### src/design/types.sv
/* Shared datapath typedefs for the command front end */
`default_nettype none

package types;

    // One byte as delivered by the UART receiver
    typedef logic [7:0] byte_t;

    // First byte of every command
    typedef logic [7:0] opcode_t;

    // Watchdog kick signature, four bytes received MSB first
    typedef logic [31:0] watchdog_pattern_t;

    // Index into the control register bank
    typedef logic [1:0] reg_addr_t;

endpackage

`default_nettype wire

### src/design/params.sv
/* Default values for the signature, watchdog period, opcodes, baud divisor
   and register count */
`default_nettype none

package params;

    // Kick pattern expected by the watchdog handler
    parameter types::watchdog_pattern_t WATCHDOG_SIGNATURE_PATTERN = 32'hA5C3_5A3C;
    parameter int WATCHDOG_SIGBYTES = 4;  // Bytes in the pattern above

    // Clocks between kicks before a system reset is issued
    parameter int WATCHDOG_CONTROL_TICKS = 10000;

    parameter types::opcode_t OPCODE_WATCHDOG  = 8'h01;
    parameter types::opcode_t OPCODE_REG_WRITE = 8'h02;

    // 100 MHz clock at 115200 baud
    parameter int CLKS_PER_BIT = 868;

    parameter int NUM_CTRL_REGS = 4;

endpackage

`default_nettype wire

### src/design/uart_byte_rx.sv
/* UART receiver, 8N1, mid-bit sampling with start-bit recheck */
`timescale 1ns/10ps
`default_nettype none

module uart_byte_rx #(
    parameter int CLKS_PER_BIT = params::CLKS_PER_BIT
) (
    input  logic         clk,
    input  logic         reset,
    input  logic         rx,
    output types::byte_t rx_data,
    output logic         rx_valid
);
    import types::*;

    localparam int CNT_W = (CLKS_PER_BIT > 1) ? $clog2(CLKS_PER_BIT) : 1;

    typedef enum logic [1:0] {
        S_IDLE,
        S_START,
        S_DATA,
        S_STOP
    } rx_state_t;

    rx_state_t        state;
    logic [CNT_W-1:0] bit_cnt;
    logic [2:0]       bit_idx;
    byte_t            shift;
    logic             rx_meta;
    logic             rx_sync;

    // Two-flop synchronizer, the line idles high
    always_ff @(posedge clk) begin
        if (reset) begin
            rx_meta <= 1'b1;
            rx_sync <= 1'b1;
        end else begin
            rx_meta <= rx;
            rx_sync <= rx_meta;
        end
    end

    always_ff @(posedge clk) begin
        if (reset) begin
            state    <= S_IDLE;
            bit_cnt  <= '0;
            bit_idx  <= '0;
            rx_valid <= 1'b0;
        end else begin
            rx_valid <= 1'b0;
            case (state)
                S_IDLE: begin
                    bit_cnt <= '0;
                    if (!rx_sync) state <= S_START;  // Falling edge of start bit
                end
                S_START: begin
                    if (bit_cnt == CNT_W'(CLKS_PER_BIT / 2 - 1)) begin
                        // Line went back high before mid-bit, so it was a glitch
                        bit_cnt <= '0;
                        bit_idx <= '0;
                        state   <= rx_sync ? S_IDLE : S_DATA;
                    end else begin
                        bit_cnt <= bit_cnt + 1'b1;
                    end
                end
                S_DATA: begin
                    if (bit_cnt == CNT_W'(CLKS_PER_BIT - 1)) begin
                        bit_cnt <= '0;
                        bit_idx <= bit_idx + 1'b1;
                        if (bit_idx == 3'd7) state <= S_STOP;
                    end else begin
                        bit_cnt <= bit_cnt + 1'b1;
                    end
                end
                S_STOP: begin
                    if (bit_cnt == CNT_W'(CLKS_PER_BIT - 1)) begin
                        rx_valid <= rx_sync;  // Bad stop bit drops the byte
                        state    <= S_IDLE;
                    end else begin
                        bit_cnt <= bit_cnt + 1'b1;
                    end
                end
                default: state <= S_IDLE;
            endcase
        end
    end

    // LSB arrives first
    always_ff @(posedge clk) begin
        if (state == S_DATA && bit_cnt == CNT_W'(CLKS_PER_BIT - 1)) shift <= {rx_sync, shift[7:1]};
        if (state == S_STOP && bit_cnt == CNT_W'(CLKS_PER_BIT - 1)) rx_data <= shift;
    end

    a_valid_single: assert property (@(posedge clk) disable iff (reset)
        rx_valid |=> !rx_valid);

endmodule

`default_nettype wire

### src/design/control_cmd_dispatch.sv
/* Opcode decoder that hands the following command bytes to one handler
   until that handler reports done */
`timescale 1ns/10ps
`default_nettype none

module control_cmd_dispatch #(
    parameter types::opcode_t OPCODE_WATCHDOG  = params::OPCODE_WATCHDOG,
    parameter types::opcode_t OPCODE_REG_WRITE = params::OPCODE_REG_WRITE
) (
    input  logic         clk,
    input  logic         reset,
    input  types::byte_t rx_data,
    input  logic         rx_valid,
    input  logic         wd_done,
    input  logic         reg_done,
    output types::byte_t cmd_data,
    output logic         wd_enable,
    output logic         reg_enable,
    output logic         cmd_error
);
    import types::*;

    typedef enum logic [1:0] {
        S_OPCODE,
        S_WATCHDOG,
        S_REG_WRITE
    } dispatch_state_t;

    dispatch_state_t state;
    opcode_t         opcode;

    assign opcode   = opcode_t'(rx_data);
    assign cmd_data = rx_data;

    // Handlers see the operand byte in the same cycle as the strobe
    assign wd_enable  = (state == S_WATCHDOG) && rx_valid;
    assign reg_enable = (state == S_REG_WRITE) && rx_valid;

    always_ff @(posedge clk) begin
        if (reset) begin
            state     <= S_OPCODE;
            cmd_error <= 1'b0;
        end else begin
            cmd_error <= 1'b0;
            case (state)
                S_OPCODE: begin
                    if (rx_valid) begin
                        if (opcode == OPCODE_WATCHDOG) begin
                            state <= S_WATCHDOG;
                        end else if (opcode == OPCODE_REG_WRITE) begin
                            state <= S_REG_WRITE;
                        end else begin
                            cmd_error <= 1'b1;  // Unknown opcode, byte is dropped
                        end
                    end
                end
                S_WATCHDOG: begin
                    if (wd_done) state <= S_OPCODE;
                end
                S_REG_WRITE: begin
                    if (reg_done) state <= S_OPCODE;
                end
                default: state <= S_OPCODE;
            endcase
        end
    end

    a_one_handler: assert property (@(posedge clk) disable iff (reset)
        !(wd_enable && reg_enable));

endmodule

`default_nettype wire

### src/design/control_cmd_watchdog.sv
/* Watchdog handler that reloads its tick counter on a matching signature
   and pulses sys_reset when the counter runs out */
`timescale 1ns/10ps
`default_nettype none

module control_cmd_watchdog #(
    parameter types::watchdog_pattern_t WATCHDOG_SIGNATURE_PATTERN =
        params::WATCHDOG_SIGNATURE_PATTERN,
    parameter int unsigned WATCHDOG_CONTROL_TICKS = params::WATCHDOG_CONTROL_TICKS
) (
    input  logic         reset,
    input  types::byte_t data_in,
    input  logic         enable,
    input  logic         clk,
    output logic         sys_reset,
    output logic         done
);
    import types::*;
    import params::*;

    // Wide enough to hold the reload value itself
    localparam int TICK_W = $clog2(WATCHDOG_CONTROL_TICKS + 1);
    localparam int SIG_W  = $clog2(WATCHDOG_SIGBYTES + 1);

    typedef logic [TICK_W-1:0] tick_t;
    typedef logic [SIG_W-1:0]  sig_cnt_t;

    typedef enum logic {
        S_SIG_CAPTURE,
        S_DONE
    } wd_state_t;

    wd_state_t         state;
    watchdog_pattern_t cache;
    watchdog_pattern_t cache_next;
    tick_t             tick_cnt;
    sig_cnt_t          sig_left;

    assign cache_next = (cache << 8) | watchdog_pattern_t'(data_in);

    always_ff @(posedge clk) begin
        if (reset) begin
            state     <= S_SIG_CAPTURE;
            cache     <= '0;
            tick_cnt  <= tick_t'(WATCHDOG_CONTROL_TICKS);
            sig_left  <= sig_cnt_t'(WATCHDOG_SIGBYTES);
            done      <= 1'b0;
            sys_reset <= 1'b0;
        end else begin
            sys_reset <= (tick_cnt == '0);
            done      <= 1'b0;
            tick_cnt  <= tick_cnt - 1'b1;  // Free-running, wraps through zero
            case (state)
                S_SIG_CAPTURE: begin
                    if (enable) begin
                        cache <= cache_next;
                        if (cache_next == WATCHDOG_SIGNATURE_PATTERN) tick_cnt <= tick_t'(WATCHDOG_CONTROL_TICKS);
                        if (sig_left == sig_cnt_t'(1)) begin
                            state <= S_DONE;
                            done  <= 1'b1;
                        end else begin
                            sig_left <= sig_left - 1'b1;
                        end
                    end
                end
                S_DONE: begin
                    // Start the next kick from an empty capture
                    cache    <= '0;
                    sig_left <= sig_cnt_t'(WATCHDOG_SIGBYTES);
                    state    <= S_SIG_CAPTURE;
                end
                default: state <= S_SIG_CAPTURE;
            endcase
        end
    end

    a_done_single: assert property (@(posedge clk) disable iff (reset)
        done |=> !done);

    a_reset_single: assert property (@(posedge clk) disable iff (reset)
        sys_reset |=> !sys_reset);

endmodule

`default_nettype wire

### src/design/control_reg_write.sv
/* Register write handler, takes an address byte then a data byte */
`timescale 1ns/10ps
`default_nettype none

module control_reg_write #(
    parameter int NUM_CTRL_REGS = params::NUM_CTRL_REGS
) (
    input  logic                             clk,
    input  logic                             reset,
    input  types::byte_t                     data_in,
    input  logic                             enable,
    output types::byte_t [NUM_CTRL_REGS-1:0] ctrl_regs,
    output logic                             done
);
    import types::*;

    typedef enum logic {
        S_ADDR,
        S_DATA
    } wr_state_t;

    wr_state_t state;
    reg_addr_t addr;
    logic      addr_ok;

    always_ff @(posedge clk) begin
        if (reset) begin
            state     <= S_ADDR;
            addr      <= '0;
            addr_ok   <= 1'b0;
            done      <= 1'b0;
            ctrl_regs <= '0;
        end else begin
            done <= 1'b0;
            case (state)
                S_ADDR: begin
                    if (enable) begin
                        addr    <= reg_addr_t'(data_in);
                        addr_ok <= (int'(data_in) < NUM_CTRL_REGS);
                        state   <= S_DATA;
                    end
                end
                S_DATA: begin
                    if (enable) begin
                        // Bad address still consumes the data byte and completes
                        if (addr_ok) ctrl_regs[addr] <= data_in;
                        done  <= 1'b1;
                        state <= S_ADDR;
                    end
                end
                default: state <= S_ADDR;
            endcase
        end
    end

    a_done_after_byte: assert property (@(posedge clk) disable iff (reset)
        done |-> $past(enable));

endmodule

`default_nettype wire

### src/design/control_top.sv
/* Top level of the command front end: UART receiver, dispatcher and the
   watchdog and register write handlers */
`timescale 1ns/10ps
`default_nettype none

module control_top #(
    parameter int CLKS_PER_BIT = params::CLKS_PER_BIT,
    parameter types::watchdog_pattern_t WATCHDOG_SIGNATURE_PATTERN =
        params::WATCHDOG_SIGNATURE_PATTERN,
    parameter int unsigned WATCHDOG_CONTROL_TICKS = params::WATCHDOG_CONTROL_TICKS
) (
    input  logic                                     clk,
    input  logic                                     reset,
    input  logic                                     rx,
    output logic                                     sys_reset,
    output types::byte_t [params::NUM_CTRL_REGS-1:0] ctrl_regs,
    output logic                                     cmd_error
);
    import types::*;
    import params::*;

    byte_t rx_data;
    logic  rx_valid;
    byte_t cmd_data;
    logic  wd_enable;
    logic  reg_enable;
    logic  wd_done;
    logic  reg_done;

    uart_byte_rx #(
        .CLKS_PER_BIT (CLKS_PER_BIT)
    ) u_uart_byte_rx (
        .clk      (clk),
        .reset    (reset),
        .rx       (rx),
        .rx_data  (rx_data),
        .rx_valid (rx_valid)
    );

    control_cmd_dispatch #(
        .OPCODE_WATCHDOG  (OPCODE_WATCHDOG),
        .OPCODE_REG_WRITE (OPCODE_REG_WRITE)
    ) u_control_cmd_dispatch (
        .clk        (clk),
        .reset      (reset),
        .rx_data    (rx_data),
        .rx_valid   (rx_valid),
        .wd_done    (wd_done),
        .reg_done   (reg_done),
        .cmd_data   (cmd_data),
        .wd_enable  (wd_enable),
        .reg_enable (reg_enable),
        .cmd_error  (cmd_error)
    );

    control_cmd_watchdog #(
        .WATCHDOG_SIGNATURE_PATTERN (WATCHDOG_SIGNATURE_PATTERN),
        .WATCHDOG_CONTROL_TICKS     (WATCHDOG_CONTROL_TICKS)
    ) u_control_cmd_watchdog (
        .reset     (reset),
        .data_in   (cmd_data),
        .enable    (wd_enable),
        .clk       (clk),
        .sys_reset (sys_reset),
        .done      (wd_done)
    );

    control_reg_write #(
        .NUM_CTRL_REGS (NUM_CTRL_REGS)
    ) u_control_reg_write (
        .clk       (clk),
        .reset     (reset),
        .data_in   (cmd_data),
        .enable    (reg_enable),
        .ctrl_regs (ctrl_regs),
        .done      (reg_done)
    );

endmodule

`default_nettype wire

### config.mk
export PLATFORM = sky130hd
export DESIGN_NAME = control_top
export DESIGN_NICKNAME = d
export VERILOG_FILES = /design/src/design/types.sv /design/src/design/params.sv /design/src/design/uart_byte_rx.sv /design/src/design/control_cmd_dispatch.sv /design/src/design/control_cmd_watchdog.sv /design/src/design/control_reg_write.sv /design/src/design/control_top.sv
export SDC_FILE = /design/constraint.sdc
export NUM_CORES = 1
export LEC_CHECK = 0
export BUFFER_PORTS_ARGS = -buffer_cell sky130_fd_sc_hd__buf_4
export CORE_AREA = 4 4 118 92
export DETAILED_ROUTE_END_ITERATION = 8
export DIE_AREA = 0 0 122 96
export PLACE_DENSITY = 0.75
export SYNTH_ARGS = -nofsm -noshare
export SYNTH_HDL_FRONTEND = slang
export SYNTH_SLANG_ARGS = --single-unit
### constraint.sdc
create_clock -name clk -period 4.5 [get_ports clk]
set_input_delay 0.675 -clock clk [delete_from_list [all_inputs] [get_ports clk]]
set_output_delay 0.675 -clock clk [all_outputs]
set_load 0.05 [all_outputs]
==> flow_summary.toml <==
[cts]
clock-sinks = 117
cts_resized = 0
post_cts_buffers = 0
cts_max_level = 4
clk_latency_ns = 0.41
cts_buffers = 17
clockBufferDepth = 2
cts.clk_slew.worst_paths_ns = 0.05
cts_hold_buf = 0
cts_tree = "done"
cts_root_buf = "clkbuf_16"

[run]
drv_cap = 0

[synth]
synth_adder_area_share_pct = 3.54
yosysWarnings = 0
ys_types = 45
ys.flop_type = "dfxtp_1"
synthSimpleGateAreaFrac_pct = 21.9
synth_top_family_by_area = "simple AND/OR/NAND/NOR gates"
syn_inst = 473
ys_seq_area_share_pct = 54.5
netlist_area_um2 = 4590
synth-seq-cells = 117
synth_fp_nets = 489
ys_async_sr_fraction_pct = 0
synthMuxAreaShare_pct = 7.63
synth-compound-area-share_pct = 5.67
syn_avg_cell_area_um2 = 9.71
synth_edf_count = 16
synth_xor_area_share_pct = 3.81

[grt]
gr-total-overflow = 0
grt_start_max_net_pins = 55
antenna_found_initial = 0
track_usage_pct = 17.5
grt_pass1_wl_um = 15800
first_global_vias = 3308

[setup_path]
crit_end = "u_uart_byte_rx.bit_cnt[6]"
path_class = "flip-flop to flip-flop"
worst_setup_path_end_kind = "flip-flop"
ff2ff_path_depth = 5
cp_max_fo = 10
startpoint_type = "flip-flop"
worstPathRequired_ns = 4.78
r2r-start = "u_uart_byte_rx.bit_cnt[8]"
startpoint = "u_uart_byte_rx.bit_cnt[8]"
cp_data_arrival_time_ns = 2.65
rrSetupSlack_ns = 2.13
rr_endpoint = "u_uart_byte_rx.bit_cnt[6]"

[detailed_routing]
routed_wirelength_um = 9490
firstDrtPassIters = 5
via_count = 3395
drcViolationCount = 0
first_iter_violations = 166
ant_nets = 0
wl_per_cell_um = 14.6
vias_per_cell = 5.22

[placement]
port_buffers = 36
dp_hpwl_um = 6150
place.gp.congestion = 0.875

[floorplan]
chipWidth_um = 122
fp.dieH_um = 96
core-area_um2 = 9580
fp.dieArea_um2 = 11700
io_pins = 37
initial_utilization_pct = 47.9
rows = 31

[sta]
period_needed_ns = 2.37
finalSetupViolations = 0
clock_skew_ns = 0.00666
timing.final.crit_share_pct = 52.6
finalMaxSlewViolations = 0
rsz0062_at_grt = "no"
tightest_slew_ns = 0.845
hold_ws_ns = 0.404
clock.fmax_ghz = 0.423
finalHoldViolCount = 0
fin_tns_setup_ns = 0
relSlewSlack_pct = 43.4

[finish]
layout-drive-gt1-share_pct = 14.1
post-route-util_pct = 57.0
nets = 523
antenna_cells = 0
area_growth_syn_to_layout_pct = 18.9

[power]
ir_drop_mv = 0.243
power.total_mw = 2.33
p_per_area_nw_per_um2 = 426
p_leak_nw = 2.15

[status]
status = "completed"

[worst_hold_path]
min_path_type = "flip-flop to flip-flop"
worst min path at each step:
stage                      startpoint                endpoint  slack [ns]  cells after the start
6_report       u_uart_byte_rx.rx_meta  u_uart_byte_rx.rx_sync        0.40                      1
5_1_grt        u_uart_byte_rx.rx_meta  u_uart_byte_rx.rx_sync        0.44                      1
4_1_cts        u_uart_byte_rx.rx_meta  u_uart_byte_rx.rx_sync        0.40                      1
3_5_place_dp   u_uart_byte_rx.rx_meta  u_uart_byte_rx.rx_sync        0.39                      1
3_3_place_gp   u_uart_byte_rx.rx_meta  u_uart_byte_rx.rx_sync        0.39                      1
2_1_floorplan  u_uart_byte_rx.rx_meta  u_uart_byte_rx.rx_sync        0.39                      1
where the power goes:
| part | switching [mW] | total [mW] | internal [mW] |
|---|---|---|---|
| registers | 0.0155 | 1.09 | 1.07 |
| logic | 0.0467 | 0.0775 | 0.0307 |
| clock network | 0.426 | 1.16 | 0.734 |
| total | 0.488 | 2.33 | 1.84 |
kinds of logic after synthesis:
logic type               count (synthesis)
AND/OR/NAND/NOR                        207
flip-flops                             117
AO/OA/AOI/OAI                           45
buffers and inverters                   36
multiplexers                            35
XOR/XNOR                                20
adder cells (fa/ha/maj)                 13
critical path, cell delays in order, from the launching register on:
cell and delay, ns:
dfxtp_1 0.37, or3b_4 0.40, or4_4 0.50, a22oi_1 0.43, a221o_1 0.43, nor2_1 0.10
per-layer routing:
| metal | global-route usage [%] | share of wire [%] |
|---|---|---|
| met2 | 28.2 | 45 |
| met1 | 21.7 | 47 |
| met4 | 5.69 | 0.98 |
| met5 | 0 | 0 |
| met3 | 6.76 | 6.8 |
stage by stage:
stage / std cells / area [um2] / setup WS, ns
finish: 650 / 5460 / 2.13
global route: 650 / 5460 / 1.98
CTS: 650 / 5460 / 2.13
detailed placement: 620 / 4950 / 2.17
global placement: 620 / 4950 / 2.22
floorplan: 473 / 4590 / 2.33
state kept, by name, indices dropped and copies added (netlist names), 2 cells and up, named ones only:
signal and cells:
u_control_cmd_watchdog.tick_cnt 14, u_control_cmd_dispatch.state 2, u_uart_byte_rx.bit_idx 3, u_control_cmd_watchdog.sig_left 3, u_control_cmd_watchdog.cache 24, u_control_reg_write.ctrl_regs 32, u_uart_byte_rx.rx_data 8, u_control_reg_write.addr 2
u_uart_byte_rx.shift 8, u_uart_byte_rx.bit_cnt 10
cell type report:
class | instances | area (um2)
fillers | 820 | 4120
flip-flops and latches | 117 | 2500
clock buffers | 25 | 485
repair buffers | 36 | 270
clock inverters | 5 | 27.5
well taps | 132 | 165
multi-input cells | 320 | 1950
inverters | 15 | 56.3
layout by cell type (no fill, tap or decap), types with 9 or more instances in the layout:
cell type  Yosys  layout
nand2_1       63      63
nor3_1         9       9
clkbuf_16      0      17
a21oi_1       33      33
nor2_1        69      69
inv_1         15      15
buf_4          0      36
ha_1          13      13
xnor2_1       15      15
nand4_1       10      10
mux2i_1       35      35
dfxtp_1      101     101
edfxtp_1      16      16
synth_stat cells (all sizes together), types with 4 or more instances:
cell type,count,area share [%]
clkbuf,19,1.6
or3b,5,1.0
nor3,10,1.2
mux2i,35,7.6
nor4bb,4,0.87
a21oi,34,3.8
nand2,63,5.1
nand4,10,1.4
xnor2,15,2.9
nor4,6,0.82
nand2b,6,0.82
edfxtp,16,10
nand3,6,0.65
xor2,5,0.95
inv,15,1.2
ha,13,3.5
nor2,69,5.6
and3,6,0.84
dfxtp,101,44
No activity file was read; power rests on OpenSTA's default activity.
